<file path="config.mk">
export PLATFORM = sky130hd
export DESIGN_NAME = irq_sleep_top
export DESIGN_NICKNAME = d
export VERILOG_FILES = /design/src/logic/irq_pkg.sv /design/src/logic/sleep_pkg.sv /design/src/logic/irq_sampler.sv /design/src/logic/wb_sleep_decoder.sv /design/src/logic/irq_arbiter.sv /design/src/logic/sleep_ctrl.sv /design/src/logic/irq_sleep_top.sv
export SDC_FILE = /design/constraint.sdc
export NUM_CORES = 1
export LEC_CHECK = 0
export ABC_AREA = 0
export BUFFER_PORTS_ARGS = -buffer_cell sky130_fd_sc_hd__buf_2
export CORE_ASPECT_RATIO = 1.1
export CORE_UTILIZATION = 37
export DETAILED_ROUTE_END_ITERATION = 6
export HOLD_SLACK_MARGIN = 0.08
export PLACE_DENSITY = 0.95
export SLEW_MARGIN = 20
export SYNTH_ARGS = -nofsm -noshare
export SYNTH_HDL_FRONTEND = slang
export SYNTH_SLANG_ARGS = --single-unit
export TNS_END_PERCENT = 5
</file>
<file path="constraint.sdc">
create_clock -name clk_i -period 4.25 [get_ports clk_i]
set_input_delay 0.85 -clock clk_i [delete_from_list [all_inputs] [get_ports clk_i]]
set_output_delay 0.85 -clock clk_i [all_outputs]
set_load 0.005 [all_outputs]
</file>
<file path="src/logic/irq_pkg.sv">
/*
 * Interrupt package
 * Line count, valid line mask, privilege levels and the interrupt id type
 */

package irq_pkg;

  // ------------------------------
  // Interrupt lines
  // ------------------------------
  parameter int unsigned NUM_IRQ = 32;

  // Lines 31..16 are platform, 11/7/3 are MEI/MTI/MSI
  parameter logic [NUM_IRQ-1:0] VALID_IRQ_MASK = 32'hffff_0888;

  // Interrupt number as reported with the acknowledge
  typedef logic [4:0] irq_id_t;

  // ------------------------------
  // Privilege
  // ------------------------------
  // Encodings follow the mstatus.MPP field
  typedef enum logic [1:0] {
    PRIV_LVL_U = 2'b00,
    PRIV_LVL_M = 2'b11
  } priv_lvl_e;

endpackage : irq_pkg

</file>
<file path="src/logic/sleep_pkg.sv">
/*
 * Sleep package
 * WFI/WFE encodings, writeback instruction views and pipeline status bundles
 */

package sleep_pkg;

  // Full instruction words
  parameter logic [31:0] WFI_INSTR = 32'h1050_0073;
  parameter logic [31:0] WFE_INSTR = 32'h8C00_0073;

  // SYSTEM major opcode and the funct12 values that select WFI and WFE
  parameter logic [6:0]  SYSTEM_OPCODE = 7'b111_0011;
  parameter logic [11:0] FUNCT12_WFI   = 12'h105;
  parameter logic [11:0] FUNCT12_WFE   = 12'h8C0;

  // I-type layout of a SYSTEM instruction
  typedef struct packed {
    logic [11:0] funct12;
    logic [4:0]  rs1;
    logic [2:0]  funct3;
    logic [4:0]  rd;
    logic [6:0]  opcode;
  } sys_instr_t;

  // Same word, seen raw or split into fields
  typedef union packed {
    logic [31:0] raw;
    sys_instr_t  sys;
  } instr_word_u;

  typedef struct packed {
    logic        valid;
    instr_word_u instr;
    logic        bus_err;
    logic        mpu_ok;
    logic        kill;
    logic        debug_mode;
    logic        dcsr_step;
  } wb_status_t;

  // Any of these keeps the core awake
  typedef struct packed {
    logic instr_outstanding;
    logic data_outstanding;
    logic wbuf_nonempty;
  } bus_status_t;

endpackage : sleep_pkg

</file>
<file path="src/logic/irq_sampler.sv">
/*
 * Interrupt sampler
 * Registers the external lines into mip and forms the pending-and-enabled set
 */

`timescale 1ns/1ps

module irq_sampler import irq_pkg::*; (
  input  logic               clk_i,
  input  logic               rst_ni,
  input  logic [NUM_IRQ-1:0] irq_i,
  input  logic [NUM_IRQ-1:0] mie_i,
  output logic [NUM_IRQ-1:0] mip_o,
  output logic [NUM_IRQ-1:0] pending_enabled_o
);

  logic [NUM_IRQ-1:0] mip_q;

  // Reserved lines never reach mip
  always_ff @(posedge clk_i or negedge rst_ni) begin
    if (!rst_ni) begin
      mip_q <= '0;
    end else begin
      mip_q <= irq_i & VALID_IRQ_MASK;
    end
  end

  assign mip_o = mip_q;

  // Shared by arbitration and wake-up, so mie changes act at once
  assign pending_enabled_o = mip_q & mie_i;

endmodule : irq_sampler

</file>
<file path="src/logic/wb_sleep_decoder.sv">
/*
 * Writeback sleep decoder
 * Flags a valid, non-killed WFI or WFE sitting in the writeback stage
 */

`timescale 1ns/1ps

module wb_sleep_decoder import irq_pkg::*; import sleep_pkg::*; (
  input  wb_status_t wb_status_i,
  input  priv_lvl_e  priv_lvl_i,
  input  logic       mstatus_tw_i,
  output logic       wfi_wfe_in_wb_o,
  output logic       is_wfe_o
);

  sys_instr_t sys;
  logic       sys_plain;
  logic       is_wfi;
  logic       is_wfe;
  logic       instr_ok;

  assign sys = wb_status_i.instr.sys;

  // No register operands and funct3 zero
  assign sys_plain = (sys.opcode == SYSTEM_OPCODE) &&
                     (sys.funct3 == 3'b000)        &&
                     (sys.rs1 == 5'd0)             &&
                     (sys.rd == 5'd0);

  assign is_wfi = sys_plain && (sys.funct12 == FUNCT12_WFI);
  assign is_wfe = sys_plain && (sys.funct12 == FUNCT12_WFE);

  // ------------------------------
  // Conditions that invalidate
  // ------------------------------
  // U-mode with TW set traps instead of waiting
  assign instr_ok = wb_status_i.valid       &&
                    !wb_status_i.bus_err    &&
                    wb_status_i.mpu_ok      &&
                    !wb_status_i.kill       &&
                    !wb_status_i.debug_mode &&
                    !wb_status_i.dcsr_step  &&
                    !((priv_lvl_i == PRIV_LVL_U) && mstatus_tw_i);

  assign wfi_wfe_in_wb_o = instr_ok && (is_wfi || is_wfe);
  assign is_wfe_o        = instr_ok && is_wfe;

endmodule : wb_sleep_decoder

</file>
<file path="src/logic/irq_arbiter.sv">
/*
 * Interrupt arbiter
 * Fixed-priority pick over the valid lines, privilege gating,
 * and a registered single-cycle acknowledge with the winning id
 */

`timescale 1ns/1ps

module irq_arbiter import irq_pkg::*; (
  input  logic               clk_i,
  input  logic               rst_ni,
  input  logic [NUM_IRQ-1:0] pending_enabled_i,
  input  logic               mstatus_mie_i,
  input  priv_lvl_e          priv_lvl_i,
  output logic               irq_ack_o,
  output irq_id_t            irq_id_o
);

  logic    win_valid;
  irq_id_t win_id;
  logic    take;
  logic    ack_q;
  irq_id_t id_q;

  // ------------------------------
  // Priority encoder
  // ------------------------------
  // Order is 31..16, 11, 3, 7; lowest first so later hits override
  always_comb begin
    win_valid = 1'b0;
    win_id    = '0;
    if (pending_enabled_i[7]) begin
      win_valid = 1'b1;
      win_id    = irq_id_t'(7);
    end
    if (pending_enabled_i[3]) begin
      win_valid = 1'b1;
      win_id    = irq_id_t'(3);
    end
    if (pending_enabled_i[11]) begin
      win_valid = 1'b1;
      win_id    = irq_id_t'(11);
    end
    for (int i = 16; i < NUM_IRQ; i++) begin
      if (pending_enabled_i[i]) begin
        win_valid = 1'b1;
        win_id    = irq_id_t'(i);
      end
    end
  end

  // M-mode honours mstatus.MIE, U-mode takes anything enabled
  assign take = win_valid &&
                (((priv_lvl_i == PRIV_LVL_M) && mstatus_mie_i) ||
                 (priv_lvl_i == PRIV_LVL_U));

  // ------------------------------
  // Acknowledge
  // ------------------------------
  // One idle cycle after each ack so the strobe never stretches
  always_ff @(posedge clk_i or negedge rst_ni) begin
    if (!rst_ni) begin
      ack_q <= 1'b0;
      id_q  <= '0;
    end else begin
      ack_q <= take && !ack_q;
      if (take && !ack_q) begin
        id_q <= win_id;
      end
    end
  end

  assign irq_ack_o = ack_q;
  assign irq_id_o  = id_q;

endmodule : irq_arbiter

</file>
<file path="src/logic/sleep_ctrl.sv">
/*
 * Sleep controller
 * Counts WFI/WFE residency in writeback and drives core sleep,
 * held off by bus traffic and dropped on any wake source
 */

`timescale 1ns/1ps

module sleep_ctrl import sleep_pkg::*; #(
  parameter int unsigned SLEEP_DELAY = 2
) (
  input  logic        clk_i,
  input  logic        rst_ni,
  input  logic        wfi_wfe_in_wb_i,
  input  logic        is_wfe_i,
  input  logic [31:0] pending_enabled_i,
  input  logic        debug_req_i,
  input  logic        nmi_i,
  input  logic        wu_wfe_i,
  input  bus_status_t bus_status_i,
  output logic        core_sleep_o
);

  localparam int unsigned CNT_W = $clog2(SLEEP_DELAY + 1);

  logic [CNT_W-1:0] res_cnt_q;
  logic             delay_done;
  logic             blocked;
  logic             wake;
  logic             sleep_q;

  // ------------------------------
  // Residency counter
  // ------------------------------
  // Saturates at the delay, restarts when the instruction leaves
  always_ff @(posedge clk_i or negedge rst_ni) begin
    if (!rst_ni) begin
      res_cnt_q <= '0;
    end else if (!wfi_wfe_in_wb_i) begin
      res_cnt_q <= '0;
    end else if (!delay_done) begin
      res_cnt_q <= res_cnt_q + 1'b1;
    end
  end

  assign delay_done = (res_cnt_q == CNT_W'(SLEEP_DELAY));

  // Outstanding fetches, loads/stores or buffered writes
  assign blocked = bus_status_i.instr_outstanding ||
                   bus_status_i.data_outstanding  ||
                   bus_status_i.wbuf_nonempty;

  // WFE event only counts for WFE
  assign wake = (|pending_enabled_i) || debug_req_i || nmi_i || (wu_wfe_i && is_wfe_i);

  // Sleep is re-qualified every cycle, any failing term drops it
  always_ff @(posedge clk_i or negedge rst_ni) begin
    if (!rst_ni) begin
      sleep_q <= 1'b0;
    end else begin
      sleep_q <= wfi_wfe_in_wb_i && delay_done && !blocked && !wake;
    end
  end

  assign core_sleep_o = sleep_q;

endmodule : sleep_ctrl

</file>
<file path="src/logic/irq_sleep_top.sv">
/*
 * Interrupt and sleep controller top
 * Sampler, arbiter, writeback decoder and sleep controller
 */

`timescale 1ns/1ps

module irq_sleep_top import irq_pkg::*; import sleep_pkg::*; #(
  parameter int unsigned SLEEP_DELAY = 2
) (
  input  logic               clk_i,
  input  logic               rst_ni,
  // Interrupt lines and CSR state
  input  logic [NUM_IRQ-1:0] irq_i,
  input  logic [NUM_IRQ-1:0] mie_i,
  input  logic               mstatus_mie_i,
  input  logic               mstatus_tw_i,
  input  priv_lvl_e          priv_lvl_i,
  // Pipeline status
  input  wb_status_t         wb_status_i,
  input  bus_status_t        bus_status_i,
  // Wake sources
  input  logic               debug_req_i,
  input  logic               nmi_i,
  input  logic               wu_wfe_i,
  output logic [NUM_IRQ-1:0] mip_o,
  output logic               irq_ack_o,
  output irq_id_t            irq_id_o,
  output logic               core_sleep_o
);

  logic [NUM_IRQ-1:0] pending_enabled;
  logic               wfi_wfe_in_wb;
  logic               is_wfe;

  irq_sampler u_irq_sampler (
    .clk_i             (clk_i),
    .rst_ni            (rst_ni),
    .irq_i             (irq_i),
    .mie_i             (mie_i),
    .mip_o             (mip_o),
    .pending_enabled_o (pending_enabled)
  );

  irq_arbiter u_irq_arbiter (
    .clk_i             (clk_i),
    .rst_ni            (rst_ni),
    .pending_enabled_i (pending_enabled),
    .mstatus_mie_i     (mstatus_mie_i),
    .priv_lvl_i        (priv_lvl_i),
    .irq_ack_o         (irq_ack_o),
    .irq_id_o          (irq_id_o)
  );

  wb_sleep_decoder u_wb_sleep_decoder (
    .wb_status_i     (wb_status_i),
    .priv_lvl_i      (priv_lvl_i),
    .mstatus_tw_i    (mstatus_tw_i),
    .wfi_wfe_in_wb_o (wfi_wfe_in_wb),
    .is_wfe_o        (is_wfe)
  );

  sleep_ctrl #(
    .SLEEP_DELAY (SLEEP_DELAY)
  ) u_sleep_ctrl (
    .clk_i             (clk_i),
    .rst_ni            (rst_ni),
    .wfi_wfe_in_wb_i   (wfi_wfe_in_wb),
    .is_wfe_i          (is_wfe),
    .pending_enabled_i (pending_enabled),
    .debug_req_i       (debug_req_i),
    .nmi_i             (nmi_i),
    .wu_wfe_i          (wu_wfe_i),
    .bus_status_i      (bus_status_i),
    .core_sleep_o      (core_sleep_o)
  );

endmodule : irq_sleep_top

</file>
=== Yosys cells after proc, flatten, opt, wreduce, memory -nomap -nowiden ===
Index checks and enable logic that the tools add are counted.

* Bits in registers: 28
* Output and inout port bits: 39
* Word-level logic and storage cells: 94

* Add/subtract/negate cells: 1
* Equality and inequality tests: 6
* Mux-type cells: 40
* Bitwise operators: 1
* Reduce and logical (&&, ||, !) cells: 41

{| class="wikitable"
|+ Operator list
! operator !! number
|-
| 5-bit two-way mux || 16
|-
| 32-bit bitwise AND || 1
|-
| 32-bit OR reduction || 1
|-
| 1-bit logical AND || 21
|-
| 1-bit two-way mux || 19
|-
| 12-bit equality test (second input constant) || 1
|-
| 12-bit by 9-bit equality test with 1-bit output (second input constant) || 1
|-
| 5-bit logical NOT || 2
|-
| 1-bit logical NOT || 8
|-
| 7-bit equality test (second input constant) || 1
|-
| 1-bit logical OR || 7
|-
| 3-bit two-way mux || 2
|-
| 2-bit equality test (second input constant) || 2
|-
| 2-bit two-way mux || 2
|-
| 4-bit two-way mux || 1
|-
| 3-bit logical NOT || 1
|-
| 2-bit by 1-bit adder with 2-bit output (second input constant) || 1
|-
| 2-bit logical NOT || 1
|-
| 2-bit inequality test (second input constant) || 1
|}

=== Logic depth before layout (Yosys ltp) ===
* Depth in word-level cells: 22
* Depth in mapped cells: 5

=== Modules after synthesis ===
Synthesis repeated with hierarchy kept, for this count alone.

* Cell total of the unflattened synthesis: 166
* Area, all modules: 1657.8 um2

{| class="wikitable"
|+ Modules (own cells, without submodules)
! module !! instances !! cells an instance !! area each (um2)
|-
| irq_sampler || 1 || 65 || 793.3
|-
| irq_arbiter || 1 || 56 || 508.0
|-
| sleep_ctrl || 1 || 26 || 217.7
|-
| wb_sleep_decoder || 1 || 19 || 138.9
|}

=== Worst setup path before layout ===
Ideal clock, no wire load.

* Path type: input-to-reg
* From: input port wb_status_i[2] in the netlist's numbering
* To: register u_sleep_ctrl.sleep_q (netlist: u_sleep_ctrl.core_sleep_o)
* Setup time: 96 ps
* Arrival time: 2338 ps
* Required time: 4154 ps
* Slack: 1817 ps
* Stages: 5
* Path buffers: 0
* Cells stage by stage: nor4b_2 -> nand4_1 -> or4_1 -> or4_4 -> nor4_2

* Word-level cells in the longest chain between the ends: 10
* Elaborated cells on any way between the ends: 13

{| class="wikitable"
|+ RTL lines
! item !! line !! source
|-
| start: declaration || irq_sleep_top.sv:20 || <nowiki>input wb_status_t wb_status_i,</nowiki>
|-
| 1-bit logical NOT * || wb_sleep_decoder.sv:40 || <nowiki>!wb_status_i.kill &&</nowiki>
|-
| 1-bit logical AND * || wb_sleep_decoder.sv:39 || <nowiki>wb_status_i.mpu_ok &&</nowiki>
|-
| 1-bit logical AND * || wb_sleep_decoder.sv:40 ||
|-
| 1-bit logical AND * || wb_sleep_decoder.sv:41 || <nowiki>!wb_status_i.debug_mode &&</nowiki>
|-
| 1-bit logical AND * || wb_sleep_decoder.sv:42 || <nowiki>!wb_status_i.dcsr_step &&</nowiki>
|-
| 1-bit logical AND || wb_sleep_decoder.sv:46 || <nowiki>assign is_wfe_o = instr_ok && is_wfe;</nowiki>
|-
| 1-bit logical AND || sleep_ctrl.sv:54 || <nowiki>assign wake = (|pending_enabled_i) || debug_req_i || nmi_i || (wu_wfe_i && is_wfe_i);</nowiki>
|-
| 1-bit logical OR || sleep_ctrl.sv:54 ||
|-
| 1-bit logical NOT || sleep_ctrl.sv:61 || <nowiki>sleep_q <= wfi_wfe_in_wb_i && delay_done && !blocked && !wake;</nowiki>
|-
| 1-bit logical AND * || sleep_ctrl.sv:61 ||
|-
| end signal: assignment || sleep_ctrl.sv:61 ||
|-
| end: declaration || sleep_ctrl.sv:30 || <nowiki>logic sleep_q;</nowiki>
|}

Every way passes the cells marked *; elsewhere a longest branch is shown, timed or not.
A chain may end at the register's enable or synchronous reset.

=== Final worst setup path ===
* From: input port mie_i[11]
* To: register u_irq_arbiter.id_q[2] (netlist: u_irq_arbiter.irq_id_o[2])

* Word-level cells in the longest chain between the ends: 20
* Elaborated cells on any way between the ends: 37

{| class="wikitable"
|+ RTL lines
! item !! line !! source
|-
| start: declaration || irq_sleep_top.sv:15 || <nowiki>input logic [NUM_IRQ-1:0] mie_i,</nowiki>
|-
| 32-bit bitwise AND * || irq_sampler.sv:31 || <nowiki>assign pending_enabled_o = mip_q & mie_i;</nowiki>
|-
| 1-bit two-way mux || irq_arbiter.sv:40 || <nowiki>if (pending_enabled_i[11]) begin</nowiki>
|-
| 1-bit two-way mux (16 in series) || irq_arbiter.sv:45 || <nowiki>if (pending_enabled_i[i]) begin</nowiki>
|-
| 1-bit logical AND || irq_arbiter.sv:53 || <nowiki>assign take = win_valid &&</nowiki>
|-
| 1-bit logical AND || irq_arbiter.sv:67 || <nowiki>if (take && !ack_q) begin</nowiki>
|-
| end signal: assignment || irq_arbiter.sv:68 || <nowiki>id_q <= win_id;</nowiki>
|-
| end: declaration || irq_arbiter.sv:23 || <nowiki>irq_id_t id_q;</nowiki>
|}

Marks and branches as above.

==> summary.md <==
| Metric | Value |
|---|---|
| Worst slew margin | `60.0%` |
| Pwr Total | `0.000518 W` |
| # IOs | `between 150 and 200` |
| Commonest cells in the netlist | `28 x dfrtp_1, 14 x nand2_1, 13 x buf_4` |
| Max frequency | `0.435 GHz` |
| Worst slew pin tran | `around 0.6 ns` |
| Share of the synthesized area in the top cell type | `50.6%` |
| Fin crit share | `54.1%` |
| CTS tree | `done` |
| Tmin final | `2.30 ns` |
| Run status | `complete, no violations` |
| Async SR Flop Fraction | `100%` |
| Gpl congestion | `0.769` |
| Vias per cell | `4.93` |
| Die Ht | `66.1 um` |
| Drt drc | `0` |
| WL per Instance | `12.3 um` |
| Area Growth Syn to Fin | `43.2%` |
| Adder-cell share of the synthesized area | `0.904%` |
| Grt ovf | `0` |
| Postcts setup bufs | `0` |
| WP data arrival | `2.50 ns` |
| Worst vdd ir | `approximately 0.2 mV` |
| Routed WL | `between 3000 and 4000 um` |
| Setup-failing EPs final | `0` |
| Top_reg_cell synth | `dfrtp_1` |
| Total core area | `3440 um2` |
| Seq/Total Area, Yosys | `50.6%` |
| Clock power share | `19.2%` |
| Largest family of logic cells by synthesized area | `compound AO/OA/AOI/OAI gates` |
| Hold slack | `0.495 ns` |
| I/O Buffers | `113` |
| Cts bufs inserted | `3` |
| Clk sinks | `28` |
| PD cells | `~260 nW/um2` |
| Dpl ws | `~1.6 ns` |
| Synth area leader | `dfrtp_1` |
| Crit end category | `flop` |
| Post-Syn Area | `between 1000 and 1500 um2` |
| Synthesized-area fraction occupied by xor and xnor cells | `0.633%` |
| Largest fanout on the critical path | `6` |
| Largest net degree at the start of global routing | `29` |
| Share of cells above drive strength 1 | `50.4%` |
| Global-route wire length before repair | `roughly 5400 um` |
| Synth area leaders | `dfrtp_1 51%, buf_4 7.1%, a22oi_1 4.9%, nand2_1 3.8%, nor2_1 2.4%` |
| Worst EP required | `4.45 ns` |
| Setup Total Neg Slack | `0 ns` |
| Syn_area_per_cell | `10.6 um2` |
| Clk buf depth | `2` |
| Die X | `about 60 um` |
| Antenna violations before repair | `2` |
| Nets | `363` |
| Startpoint class of the critical path | `input port` |
| Skew final | `0.00546 ns` |
| P_sw | `0.000135 W` |
| DRT Pass-1 Iters | `4` |
| DR vias | `1453` |
| Worst Setup Slack, final | `1.95 ns` |
| Synth Register Bits | `28` |
| Vias in the first global route | `roughly 1300` |
| Tot GR Track Use | `18.6%` |
| Pleak | `1.02 nW` |
| Row count | `22` |
| Max-slew violation count | `0` |
| Post_cts resized | `0` |
| Cell with the most instances after synthesis | `dfrtp_1` |
| Unrepaired setup endpoints after global routing | `no` |
| Post-route ant nets | `0` |
| Die ar. | `3990 um2` |
| Worst skew pair latency | `0.31 ns` |
| HP Class | `reg -> reg` |
| # hold bufs at CTS | `0` |
| Max Cap Violations | `0` |
| Max H-tree Level | `1` |
| Sw frac | `26.0%` |
| Synth unique cells | `41` |
| Comb pwr share | `22.9%` |
| Synth Area in Compound Gates | `about a fifth` |
| Post-Synth Simple-Gate Area | `18.5%` |
| Initial core utilization | `40.2%` |
| WS Path Type | `in -> reg` |
| Clock transition at path regs | `~0.12 ns` |
| Fraction of synthesized area in multiplexers | `between 1.5 and 2%` |
| EDFF count, synth | `0` |
| Hold Vio Cnt, Final | `0` |
| HPWL Detailed | `~3100 um` |
| Root buffer cell | `clkbuf_4` |
| Internal power | `~0.00038 W` |
| Synth Warn # | `0` |
| DRT iter0 DRCs | `36` |
| Register share of total power | `57.9%` |
| Synth Instances | `131` |
[cells in the final DEF (no fill, tap or decap), drive strengths merged, types with 4 or more instances in the layout]
master,synthesis,layout
o21ai,4,4
inv,5,5
buf,13,113
conb,1,13
a21oi,4,4
a22oi,9,9
dfrtp,28,28
nor4,5,5
nor2,9,9
nand2,15,15
[logic make-up (layout without fill, tap and decap cells)]
| group | Yosys count | in the layout |
|---|---|---|
| AOI/OAI and AO/OA | 35 | 35 |
| xor gates and xnor gates | 1 | 1 |
| adders and majority gates | 1 | 1 |
| buffers and inverters | 18 | 121 |
| DFF | 28 | 28 |
| muxes | 2 | 2 |
| other | 1 | 14 |
| and+or+nand+nor | 45 | 45 |
[metal layers]
| layer | up-vias | global-route usage [%] | wire length [um] |
|---|---|---|---|
| met1 | 655 | 18.6 | 1300 |
| met5 | - | 0 | 13 |
| li1 | 705 | - | - |
| met4 | 2 | 6.10 | 34 |
| met3 | 6 | 5.68 | 407 |
| met2 | 85 | 35.0 | 1860 |
[critical path, stage by stage]
cell      delay, ns
buf_2          0.12
a222oi_1       0.52
inv_2          0.08
o31ai_2        0.49
inv_2          0.11
mux2_1         0.32
[final timing paths]
check	startpoint	end	slack (ns)	depth (start not counted)
setup / recovery	mie_i[11]	u_irq_arbiter.irq_id_o[2]$_DFFE_PN0P_	1.95	6
hold / removal	u_irq_arbiter.irq_id_o[1]$_DFFE_PN0P_	u_irq_arbiter.irq_id_o[1]$_DFFE_PN0P_	0.50	1
setup reg to reg	u_irq_sampler.mip_o[11]$_DFF_PN0_	u_irq_arbiter.irq_id_o[2]$_DFFE_PN0P_	2.15	5
hold reg to reg	u_irq_arbiter.irq_id_o[1]$_DFFE_PN0P_	u_irq_arbiter.irq_id_o[1]$_DFFE_PN0P_	0.50	1
max in group asynchronous	rst_ni	u_irq_sampler.mip_o[31]$_DFF_PN0_	3.33	1
min in group asynchronous	rst_ni	u_irq_sampler.mip_o[22]$_DFF_PN0_	0.53	1
[area by class of cell]
| cell class | instances | area, um2 |
|---|---|---|
| Tap cell | 48 | 60.1 |
| Fill cell | 314 | 1460 |
| Clock buffer | 3 | 22.5 |
| Multi-Input combinational cell | 97 | 612 |
| Inverter | 5 | 18.8 |
| Timing Repair Buffer | 113 | 566 |
| Sequential cell | 28 | 701 |
| Antenna cell | 1 | 2.50 |
[flip-flops by register name (all words and copies together), names as in the netlist]
register,flops
u_sleep_ctrl.res_cnt_q,2
u_irq_arbiter.irq_id_o,5
u_irq_arbiter.irq_ack_o,1
u_irq_sampler.mip_o,19
u_sleep_ctrl.core_sleep_o,1
[through the flow]
| stage | util, % | instances | area, um2 |
|---|---|---|---|
| after floorplan | - | 143 | 1430 |
| after global placement | 56.9 | 291 | 1960 |
| after detailed placement | 56.9 | 291 | 1960 |
| after CTS | 57.5 | 294 | 1980 |
| after global routing | 57.5 | 294 | 1980 |
| final | 57.6 | 295 | 1980 |
[power groups by stage]
stage / logic, W / registers (W) / clock network [W]
global route: 0.000134 / 0.000303 / 0.000115
global placement: 0.000118 / 0.000304 / 0
detailed placement: 0.000120 / 0.000306 / 0
floorplan: 0.0000493 / 0.000307 / 0
finish: 0.000119 / 0.000300 / 0.0000995
CTS: 0.000121 / 0.000301 / 0.000106
(Power assumes the default switching activity.)
